$ cat config.mk
export PLATFORM = sky130hd
export DESIGN_NAME = rv_core
export DESIGN_NICKNAME = d
export VERILOG_FILES = /design/src/rv_pkg.sv /design/src/rv_core.sv /design/src/rv_decoder.sv /design/src/rv_execute.sv /design/src/rv_operand.sv /design/src/rv_regfile.sv
export SDC_FILE = /design/constraint.sdc
export NUM_CORES = 2
export LEC_CHECK = 0
export ABC_AREA = 0
export BUFFER_PORTS_ARGS = -buffer_cell sky130_fd_sc_hd__clkbuf_2
export CORE_ASPECT_RATIO = 1.75
export CORE_MARGIN = 3
export CORE_UTILIZATION = 55
export DETAILED_ROUTE_END_ITERATION = 10
export MAX_ROUTING_LAYER = met4
export PLACE_DENSITY = 0.71
export SLEW_MARGIN = 40
export SYNTH_ARGS = -nofsm -noshare
export SYNTH_HDL_FRONTEND = slang
export SYNTH_HIERARCHICAL = 1
export SYNTH_SLANG_ARGS = --single-unit
$ cat constraint.sdc
create_clock -name aclk -period 4.32 [get_ports aclk]
set_input_delay 0.216 -clock aclk [delete_from_list [all_inputs] [get_ports aclk]]
set_output_delay 0.216 -clock aclk [all_outputs]
set_load 0.05 [all_outputs]
$ cat src/rv_pkg.sv
// Widths, opcodes, class codes and stage structs shared by the RV32I pipeline slice
// XLEN is fixed at 32 and the class code values are local to this design
package rv_pkg;

    localparam int XLEN = 32;

    typedef logic [XLEN-1:0] xlen_t;
    typedef logic [31:0]     instr_t;
    typedef logic [4:0]      reg_addr_t;
    typedef logic [6:0]      opcode_t;
    typedef logic [3:0]      iclass_t;
    typedef logic [2:0]      funct3_t;
    typedef logic [11:0]     imm12_t;
    typedef logic [19:0]     imm20_t;
    typedef logic [5:0]      sys_t;
    typedef logic [1:0]      fence_t;

    // Base opcodes
    localparam opcode_t OPC_LUI    = 7'b0110111;
    localparam opcode_t OPC_AUIPC  = 7'b0010111;
    localparam opcode_t OPC_JAL    = 7'b1101111;
    localparam opcode_t OPC_JALR   = 7'b1100111;
    localparam opcode_t OPC_BRANCH = 7'b1100011;
    localparam opcode_t OPC_LOAD   = 7'b0000011;
    localparam opcode_t OPC_STORE  = 7'b0100011;
    localparam opcode_t OPC_OPIMM  = 7'b0010011;
    localparam opcode_t OPC_OP     = 7'b0110011;
    localparam opcode_t OPC_SYSTEM = 7'b1110011;
    localparam opcode_t OPC_FENCE  = 7'b0001111;

    // Executed classes first
    localparam iclass_t CL_LUI     = 4'd0;
    localparam iclass_t CL_AUIPC   = 4'd1;
    localparam iclass_t CL_OPIMM   = 4'd2;
    localparam iclass_t CL_OP      = 4'd3;
    localparam iclass_t CL_JAL     = 4'd4;
    localparam iclass_t CL_JALR    = 4'd5;
    localparam iclass_t CL_BRANCH  = 4'd6;
    localparam iclass_t CL_LOAD    = 4'd7;
    localparam iclass_t CL_STORE   = 4'd8;
    localparam iclass_t CL_SYSTEM  = 4'd9;
    localparam iclass_t CL_FENCE   = 4'd10;
    localparam iclass_t CL_ILLEGAL = 4'd15;

    // System subcode, one hot
    localparam sys_t SYS_ECALL  = 6'b000001;
    localparam sys_t SYS_EBREAK = 6'b000010;
    localparam sys_t SYS_CSR    = 6'b000100;
    localparam sys_t SYS_MRET   = 6'b001000;
    localparam sys_t SYS_SRET   = 6'b010000;
    localparam sys_t SYS_WFI    = 6'b100000;

    localparam imm12_t F12_ECALL  = 12'h000;
    localparam imm12_t F12_EBREAK = 12'h001;
    localparam imm12_t F12_SRET   = 12'h102;
    localparam imm12_t F12_MRET   = 12'h302;

    localparam fence_t FENCE_PLAIN = 2'b01;
    localparam fence_t FENCE_I     = 2'b10;

    typedef struct packed {
        logic      valid;
        xlen_t     pc;
        iclass_t   iclass;
        funct3_t   funct3;
        logic      funct7_5;
        reg_addr_t rs1;
        reg_addr_t rs2;
        reg_addr_t rd;
        imm12_t    imm12;
        imm20_t    imm20;
        sys_t      sys;
        fence_t    fence;
    } dec_t;

    typedef struct packed {
        logic      valid;
        xlen_t     pc;
        iclass_t   iclass;
        funct3_t   funct3;
        logic      funct7_5;
        reg_addr_t rd;
        xlen_t     a;
        xlen_t     b;
        logic      b_imm;
    } opnd_t;

    typedef struct packed {
        logic      valid;
        xlen_t     pc;
        iclass_t   iclass;
        reg_addr_t rd;
        xlen_t     result;
        logic      wrote;
        logic      illegal;
    } retire_t;

endpackage

$ cat src/rv_core.sv
// RV32I pipeline slice top, three stages with a fixed latency of 3 cycles
// No stalls, branches, memory access or traps
`timescale 1ns/1ps

module rv_core (
    input  logic            aclk,
    input  logic            arst_n,
    input  logic            in_valid,
    input  rv_pkg::xlen_t   in_pc,
    input  rv_pkg::instr_t  in_instr,
    output rv_pkg::retire_t retire
);

    rv_pkg::dec_t      dec;
    rv_pkg::opnd_t     opnd;
    logic              wb_en;
    rv_pkg::reg_addr_t wb_rd;
    rv_pkg::xlen_t     wb_data;
    rv_pkg::reg_addr_t rs1_addr;
    rv_pkg::reg_addr_t rs2_addr;
    rv_pkg::xlen_t     rs1_data;
    rv_pkg::xlen_t     rs2_data;

    rv_decoder u_decoder (
        .aclk     (aclk),
        .arst_n   (arst_n),
        .in_valid (in_valid),
        .in_pc    (in_pc),
        .in_instr (in_instr),
        .dec      (dec)
    );

    rv_operand u_operand (
        .aclk     (aclk),
        .arst_n   (arst_n),
        .dec      (dec),
        .rs1_addr (rs1_addr),
        .rs2_addr (rs2_addr),
        .rs1_data (rs1_data),
        .rs2_data (rs2_data),
        .wb_en    (wb_en),
        .wb_rd    (wb_rd),
        .wb_data  (wb_data),
        .opnd     (opnd)
    );

    rv_execute u_execute (
        .aclk    (aclk),
        .arst_n  (arst_n),
        .opnd    (opnd),
        .wb_en   (wb_en),
        .wb_rd   (wb_rd),
        .wb_data (wb_data),
        .retire  (retire)
    );

    rv_regfile u_regfile (
        .aclk     (aclk),
        .arst_n   (arst_n),
        .wb_en    (wb_en),
        .wb_rd    (wb_rd),
        .wb_data  (wb_data),
        .rs1_addr (rs1_addr),
        .rs2_addr (rs2_addr),
        .rs1_data (rs1_data),
        .rs2_data (rs2_data)
    );

endmodule

$ cat src/rv_decoder.sv
// Decode stage, one cycle. Fields are extracted for every opcode and
// immediates follow the RV32I bit layouts per format
`timescale 1ns/1ps

module rv_decoder (
    input  logic           aclk,
    input  logic           arst_n,
    input  logic           in_valid,
    input  rv_pkg::xlen_t  in_pc,
    input  rv_pkg::instr_t in_instr,
    output rv_pkg::dec_t   dec
);

    rv_pkg::dec_t    dec_d;
    rv_pkg::opcode_t opcode;
    rv_pkg::imm12_t  funct12;

    assign opcode  = in_instr[6:0];
    assign funct12 = in_instr[31:20];

    always_comb begin
        dec_d          = '0;
        dec_d.valid    = in_valid;
        dec_d.pc       = in_pc;
        dec_d.funct3   = in_instr[14:12];
        dec_d.funct7_5 = in_instr[30];
        dec_d.rs1      = in_instr[19:15];
        dec_d.rs2      = in_instr[24:20];
        dec_d.rd       = in_instr[11:7];

        case (opcode)
            rv_pkg::OPC_LUI: begin
                dec_d.iclass = rv_pkg::CL_LUI;
                dec_d.imm20  = in_instr[31:12];
            end
            rv_pkg::OPC_AUIPC: begin
                dec_d.iclass = rv_pkg::CL_AUIPC;
                dec_d.imm20  = in_instr[31:12];
            end
            rv_pkg::OPC_JAL: begin
                dec_d.iclass = rv_pkg::CL_JAL;
                // J-type offset without its implied zero bit
                dec_d.imm20  = {in_instr[31], in_instr[19:12], in_instr[20], in_instr[30:21]};
            end
            rv_pkg::OPC_JALR: begin
                dec_d.iclass = rv_pkg::CL_JALR;
                dec_d.imm12  = in_instr[31:20];
            end
            rv_pkg::OPC_BRANCH: begin
                dec_d.iclass = rv_pkg::CL_BRANCH;
                dec_d.imm12  = {in_instr[31], in_instr[7], in_instr[30:25], in_instr[11:8]};
            end
            rv_pkg::OPC_SYSTEM: begin
                dec_d.iclass = rv_pkg::CL_SYSTEM;
                if (in_instr[14:12] != 3'b000) begin
                    dec_d.sys = rv_pkg::SYS_CSR;
                end else begin
                    // Privileged ops told apart by funct12
                    case (funct12)
                        rv_pkg::F12_ECALL:  dec_d.sys = rv_pkg::SYS_ECALL;
                        rv_pkg::F12_EBREAK: dec_d.sys = rv_pkg::SYS_EBREAK;
                        rv_pkg::F12_MRET:   dec_d.sys = rv_pkg::SYS_MRET;
                        rv_pkg::F12_SRET:   dec_d.sys = rv_pkg::SYS_SRET;
                        default:            dec_d.sys = rv_pkg::SYS_WFI;
                    endcase
                end
            end
            rv_pkg::OPC_FENCE: begin
                dec_d.iclass = rv_pkg::CL_FENCE;
                // funct3 bit 0 marks fence.i
                if (in_instr[12]) begin
                    dec_d.fence = rv_pkg::FENCE_I;
                end else begin
                    dec_d.fence = rv_pkg::FENCE_PLAIN;
                end
            end
            rv_pkg::OPC_LOAD: begin
                dec_d.iclass = rv_pkg::CL_LOAD;
                dec_d.imm12  = in_instr[31:20];
            end
            rv_pkg::OPC_STORE: begin
                dec_d.iclass = rv_pkg::CL_STORE;
                dec_d.imm12  = {in_instr[31:25], in_instr[11:7]};
            end
            rv_pkg::OPC_OPIMM: begin
                dec_d.iclass = rv_pkg::CL_OPIMM;
                dec_d.imm12  = in_instr[31:20];
            end
            rv_pkg::OPC_OP: begin
                dec_d.iclass = rv_pkg::CL_OP;
            end
            default: begin
                dec_d.iclass = rv_pkg::CL_ILLEGAL;
            end
        endcase
    end

    always_ff @(posedge aclk or negedge arst_n) begin
        if (!arst_n) begin
            dec <= '0;
        end else begin
            dec <= dec_d;
        end
    end

endmodule

$ cat src/rv_execute.sv
// Execute stage with the RV32I ALU, one cycle to the retire register
// Write-back signals are combinational and land with retire at the same edge
`timescale 1ns/1ps

module rv_execute (
    input  logic              aclk,
    input  logic              arst_n,
    input  rv_pkg::opnd_t     opnd,
    output logic              wb_en,
    output rv_pkg::reg_addr_t wb_rd,
    output rv_pkg::xlen_t     wb_data,
    output rv_pkg::retire_t   retire
);

    logic            is_upper;
    logic            executed;
    logic            sub;
    logic [4:0]      shamt;
    rv_pkg::funct3_t alu_op;
    rv_pkg::xlen_t   alu_res;
    rv_pkg::retire_t retire_d;

    assign is_upper = (opnd.iclass == rv_pkg::CL_LUI) || (opnd.iclass == rv_pkg::CL_AUIPC);
    assign executed = is_upper || (opnd.iclass == rv_pkg::CL_OPIMM)
                    || (opnd.iclass == rv_pkg::CL_OP);

    // LUI and AUIPC funct3 bits are immediate bits, force add
    assign alu_op = is_upper ? 3'b000 : opnd.funct3;
    // Sub only in register form
    assign sub    = opnd.funct7_5 && !opnd.b_imm;
    assign shamt  = opnd.b[4:0];

    always_comb begin
        alu_res = '0;
        case (alu_op)
            3'b000: begin
                if (sub) begin
                    alu_res = opnd.a - opnd.b;
                end else begin
                    alu_res = opnd.a + opnd.b;
                end
            end
            3'b001: alu_res = opnd.a << shamt;
            3'b010: alu_res = {31'b0, $signed(opnd.a) < $signed(opnd.b)};
            3'b011: alu_res = {31'b0, opnd.a < opnd.b};
            3'b100: alu_res = opnd.a ^ opnd.b;
            3'b101: begin
                if (opnd.funct7_5) begin
                    alu_res = $signed(opnd.a) >>> shamt;
                end else begin
                    alu_res = opnd.a >> shamt;
                end
            end
            3'b110: alu_res = opnd.a | opnd.b;
            3'b111: alu_res = opnd.a & opnd.b;
            default: alu_res = '0;
        endcase
    end

    assign wb_en   = opnd.valid && executed && (opnd.rd != '0);
    assign wb_rd   = opnd.rd;
    assign wb_data = alu_res;

    always_comb begin
        retire_d         = '0;
        retire_d.valid   = opnd.valid;
        retire_d.pc      = opnd.pc;
        retire_d.iclass  = opnd.iclass;
        retire_d.rd      = opnd.rd;
        retire_d.result  = executed ? alu_res : '0;
        retire_d.wrote   = wb_en;
        retire_d.illegal = (opnd.iclass == rv_pkg::CL_ILLEGAL);
    end

    always_ff @(posedge aclk or negedge arst_n) begin
        if (!arst_n) begin
            retire <= '0;
        end else begin
            retire <= retire_d;
        end
    end

endmodule

$ cat src/rv_operand.sv
// Operand stage, one cycle. Bypass covers only the instruction in execute,
// older results come through the register file
`timescale 1ns/1ps

module rv_operand (
    input  logic              aclk,
    input  logic              arst_n,
    input  rv_pkg::dec_t      dec,
    output rv_pkg::reg_addr_t rs1_addr,
    output rv_pkg::reg_addr_t rs2_addr,
    input  rv_pkg::xlen_t     rs1_data,
    input  rv_pkg::xlen_t     rs2_data,
    input  logic              wb_en,
    input  rv_pkg::reg_addr_t wb_rd,
    input  rv_pkg::xlen_t     wb_data,
    output rv_pkg::opnd_t     opnd
);

    rv_pkg::xlen_t rs1_val;
    rv_pkg::xlen_t rs2_val;
    rv_pkg::xlen_t imm_u;
    rv_pkg::xlen_t imm_i;
    rv_pkg::opnd_t opnd_d;

    assign rs1_addr = dec.rs1;
    assign rs2_addr = dec.rs2;

    // wb_en is never set for x0, so no zero check here
    assign rs1_val = (wb_en && (wb_rd == dec.rs1)) ? wb_data : rs1_data;
    assign rs2_val = (wb_en && (wb_rd == dec.rs2)) ? wb_data : rs2_data;

    assign imm_u = {dec.imm20, 12'b0};
    assign imm_i = {{20{dec.imm12[11]}}, dec.imm12};

    always_comb begin
        opnd_d          = '0;
        opnd_d.valid    = dec.valid;
        opnd_d.pc       = dec.pc;
        opnd_d.iclass   = dec.iclass;
        opnd_d.funct3   = dec.funct3;
        opnd_d.funct7_5 = dec.funct7_5;
        opnd_d.rd       = dec.rd;

        case (dec.iclass)
            rv_pkg::CL_LUI: begin
                opnd_d.b     = imm_u;
                opnd_d.b_imm = 1'b1;
            end
            rv_pkg::CL_AUIPC: begin
                opnd_d.a     = dec.pc;
                opnd_d.b     = imm_u;
                opnd_d.b_imm = 1'b1;
            end
            rv_pkg::CL_OPIMM: begin
                opnd_d.a     = rs1_val;
                opnd_d.b     = imm_i;
                opnd_d.b_imm = 1'b1;
            end
            rv_pkg::CL_OP: begin
                opnd_d.a = rs1_val;
                opnd_d.b = rs2_val;
            end
            default: begin
                opnd_d.b_imm = 1'b0;
            end
        endcase
    end

    always_ff @(posedge aclk or negedge arst_n) begin
        if (!arst_n) begin
            opnd <= '0;
        end else begin
            opnd <= opnd_d;
        end
    end

endmodule

$ cat src/rv_regfile.sv
// 32 x 32 register file, asynchronous reads, one write port
// Entry zero has no storage and reads as zero
`timescale 1ns/1ps

module rv_regfile (
    input  logic              aclk,
    input  logic              arst_n,
    input  logic              wb_en,
    input  rv_pkg::reg_addr_t wb_rd,
    input  rv_pkg::xlen_t     wb_data,
    input  rv_pkg::reg_addr_t rs1_addr,
    input  rv_pkg::reg_addr_t rs2_addr,
    output rv_pkg::xlen_t     rs1_data,
    output rv_pkg::xlen_t     rs2_data
);

    rv_pkg::xlen_t regs [1:31];

    for (genvar i = 1; i < 32; i++) begin : g_reg
        always_ff @(posedge aclk or negedge arst_n) begin
            if (!arst_n) begin
                regs[i] <= '0;
            end else if (wb_en && (wb_rd == i[4:0])) begin
                regs[i] <= wb_data;
            end
        end
    end

    assign rs1_data = (rs1_addr == '0) ? '0 : regs[rs1_addr];
    assign rs2_data = (rs2_addr == '0) ? '0 : regs[rs2_addr];

endmodule

==> results_dict.tcl <==
set metrics [dict create \
    status "finished, violations left" \
    violations "setup timing" \
    power_density_mw_per_mm2 303 \
    area_growth_pct 13.9 \
    dr.pass1.iters 6 \
    die_w_um 279 \
    cts.sinks 1267 \
    chipHeight_um 485 \
    cts_tree "done" \
    fin_setup_tns_ns -0.0342 \
    layout_commonest_cell "dfrtp_1" \
    clkLatencyLatePin_ns 0.79 \
    grt_pass1_vias 57200 \
    required_ns 4.99 \
    crit_type "reg -> reg" \
    cpMostUsedCell "buf_4" \
    overflow 0 \
    drtIter0Drc 6034 \
    layout_common_cells "1251 x dfrtp_1, 1034 x mux2_2, 447 x mux4_2" \
    cp_num_buf_inv 5 \
    slowest_stage "a211oi_1" \
    path_cells "buf_4 -> buf_16 -> mux2i_1 -> inv_1 -> a21oi_1 -> mux2i_1 -> o21ai_0 -> a211oi_1 -> buf_4 -> nor3_1 -> a21oi_2 -> buf_4 -> mux2_2" \
    skew_ns 0.0682 \
    num_io_pins 143 \
    route.detailed.drc 0 \
    period_needed_ns 4.34 \
    hold_viol 0 \
    total_leakage_power_nw 37.4 \
    rsz0062_at_grt "false" \
    syn-num-nets 5812 \
    relSlewSlack 0.324 \
    gp_congestion 1.18 \
    worst_pin_slew_ns 1.01 \
    instances_no_fill 7693 \
    port_buffers 142 \
    ant_nets 0 \
    dp_hpwl_mm 185 \
    h-tree-depth 3 \
    placed_cells 7332 \
    wirelength_mm 280 \
    worst-r2r-setup-slack_ns -0.02 \
    maxCapViolCount 0 \
    setup_violations 7 \
    fin_util 0.631 \
    cts.clk_slew.worst_paths_ns 0.08 \
    grt_antenna_before_repair 55 \
    num_vias 55100 \
    start_util 0.554 \
    path_max_fanout 31 \
    dp_slack_ns 0.0619 \
    min_path_type "in -> reg" \
    viasPerCell 7.16 \
    grt_pass1_wl_mm 410 \
    grt_max_degree 124 \
    cp-end-kind "flip-flop" \
    critPathLaunchType "flip-flop" \
    yosysWarnings 6 \
    setup_ws_ns -0.0153 \
    rows 175 \
    synth_area_mm2 0.0720 \
    die_area_mm2 0.135 \
    path_delay_family "compound AO/OA/AOI/OAI gates" \
    slew_violations 0 \
    cp.arrival_ns 5.01 \
    timing.fmax_ghz 0.231 \
    synthCells 5646 \
    cts-root-buf "clkbuf_16" \
    syn_area_per_cell_um2 12.8 \
    fin_crit_sh 1.00 \
    cts_buffer_depth 3 \
    drive_gt1_frac 0.410 \
    crit_path_max_incr_delay_ns 0.61 \
    nets 6019 \
    ir_drop_mv 0.374 \
    cts_buffers 113 \
    wire_per_inst_um 36.4 \
    core_area_mm2 0.130 \
    grtUsageTotal 0.440 \
]
## worst register-to-register path: cells and delay by family, from the launching register on
family,cells,cell delay (ns)
AO/OA/AOI/OAI,4,1.45
AND/OR/NAND/NOR,1,0.06
buffers and inverters,5,1.37
multiplexers,3,0.84
flip-flops,1,0.49
## final timing paths
kind	start	end	cells after the start
setup / recovery	u_operand/opnd[1]	u_regfile/regs[34]	13
hold / removal	in_instr[1]	u_decoder/dec[30]	4
setup reg to reg	u_operand/opnd[1]	u_regfile/regs[34]	13
hold reg to reg	u_operand/opnd[79]	u_execute/retire[44]	0
max in group asynchronous	arst_n	u_regfile/regs[649]	5
min in group asynchronous	arst_n	u_regfile/regs[411]	3
## metrics by stage
step / hold slack (ns) / power [mW] / area (um2)
floorplan: -0.0796 / 13.2 / 72000
global placement: 0.288 / 14.1 / 76500
detailed placement: 0.136 / 14.1 / 76600
CTS: 0.0122 / 24.9 / 81200
global route: 0.0871 / 25.5 / 82000
finish: 0.0431 / 24.9 / 82000
## report_power, final
group	switching, mW	internal, mW	leakage [nW]
sequential	0.104	11.9	17.3
combinational	1.36	0.602	18.1
clock	4.76	6.10	1.94
total	6.22	18.6	37.4
## flip-flops by register name, summed over array words and instances, names as in the netlist
signal and cells:
u_decoder/dec 88, u_execute/retire 76, u_regfile/regs 992, u_operand/opnd 111
## timing repair
item,CTS,global route
endpoints found under the setup margin,0,560
hold endpoints to repair,794,0
gates resized for setup,0,36
hold buffers,68,0
buffers inserted,0,6
## metal layers
metal / wire [um] / global-route usage / share of wire
met1: 88700 / 0.441 / 0.32
met2: 131000 / 0.653 / 0.47
met3: 26600 / 0.175 / 0.095
met4: 33700 / 0.404 / 0.12
met5: 0 / - / 0
## area by class of cell
class,instances,area (um2)
diodes,63,158
clock buffers,168,3350
clock inverters,43,594
fillers,9933,48100
inverters,141,532
multi-input cells,3674,37800
flip-flops and latches,1267,31700
well taps,1681,2100
repair buffers,656,5750
(Power assumes the default switching activity.)
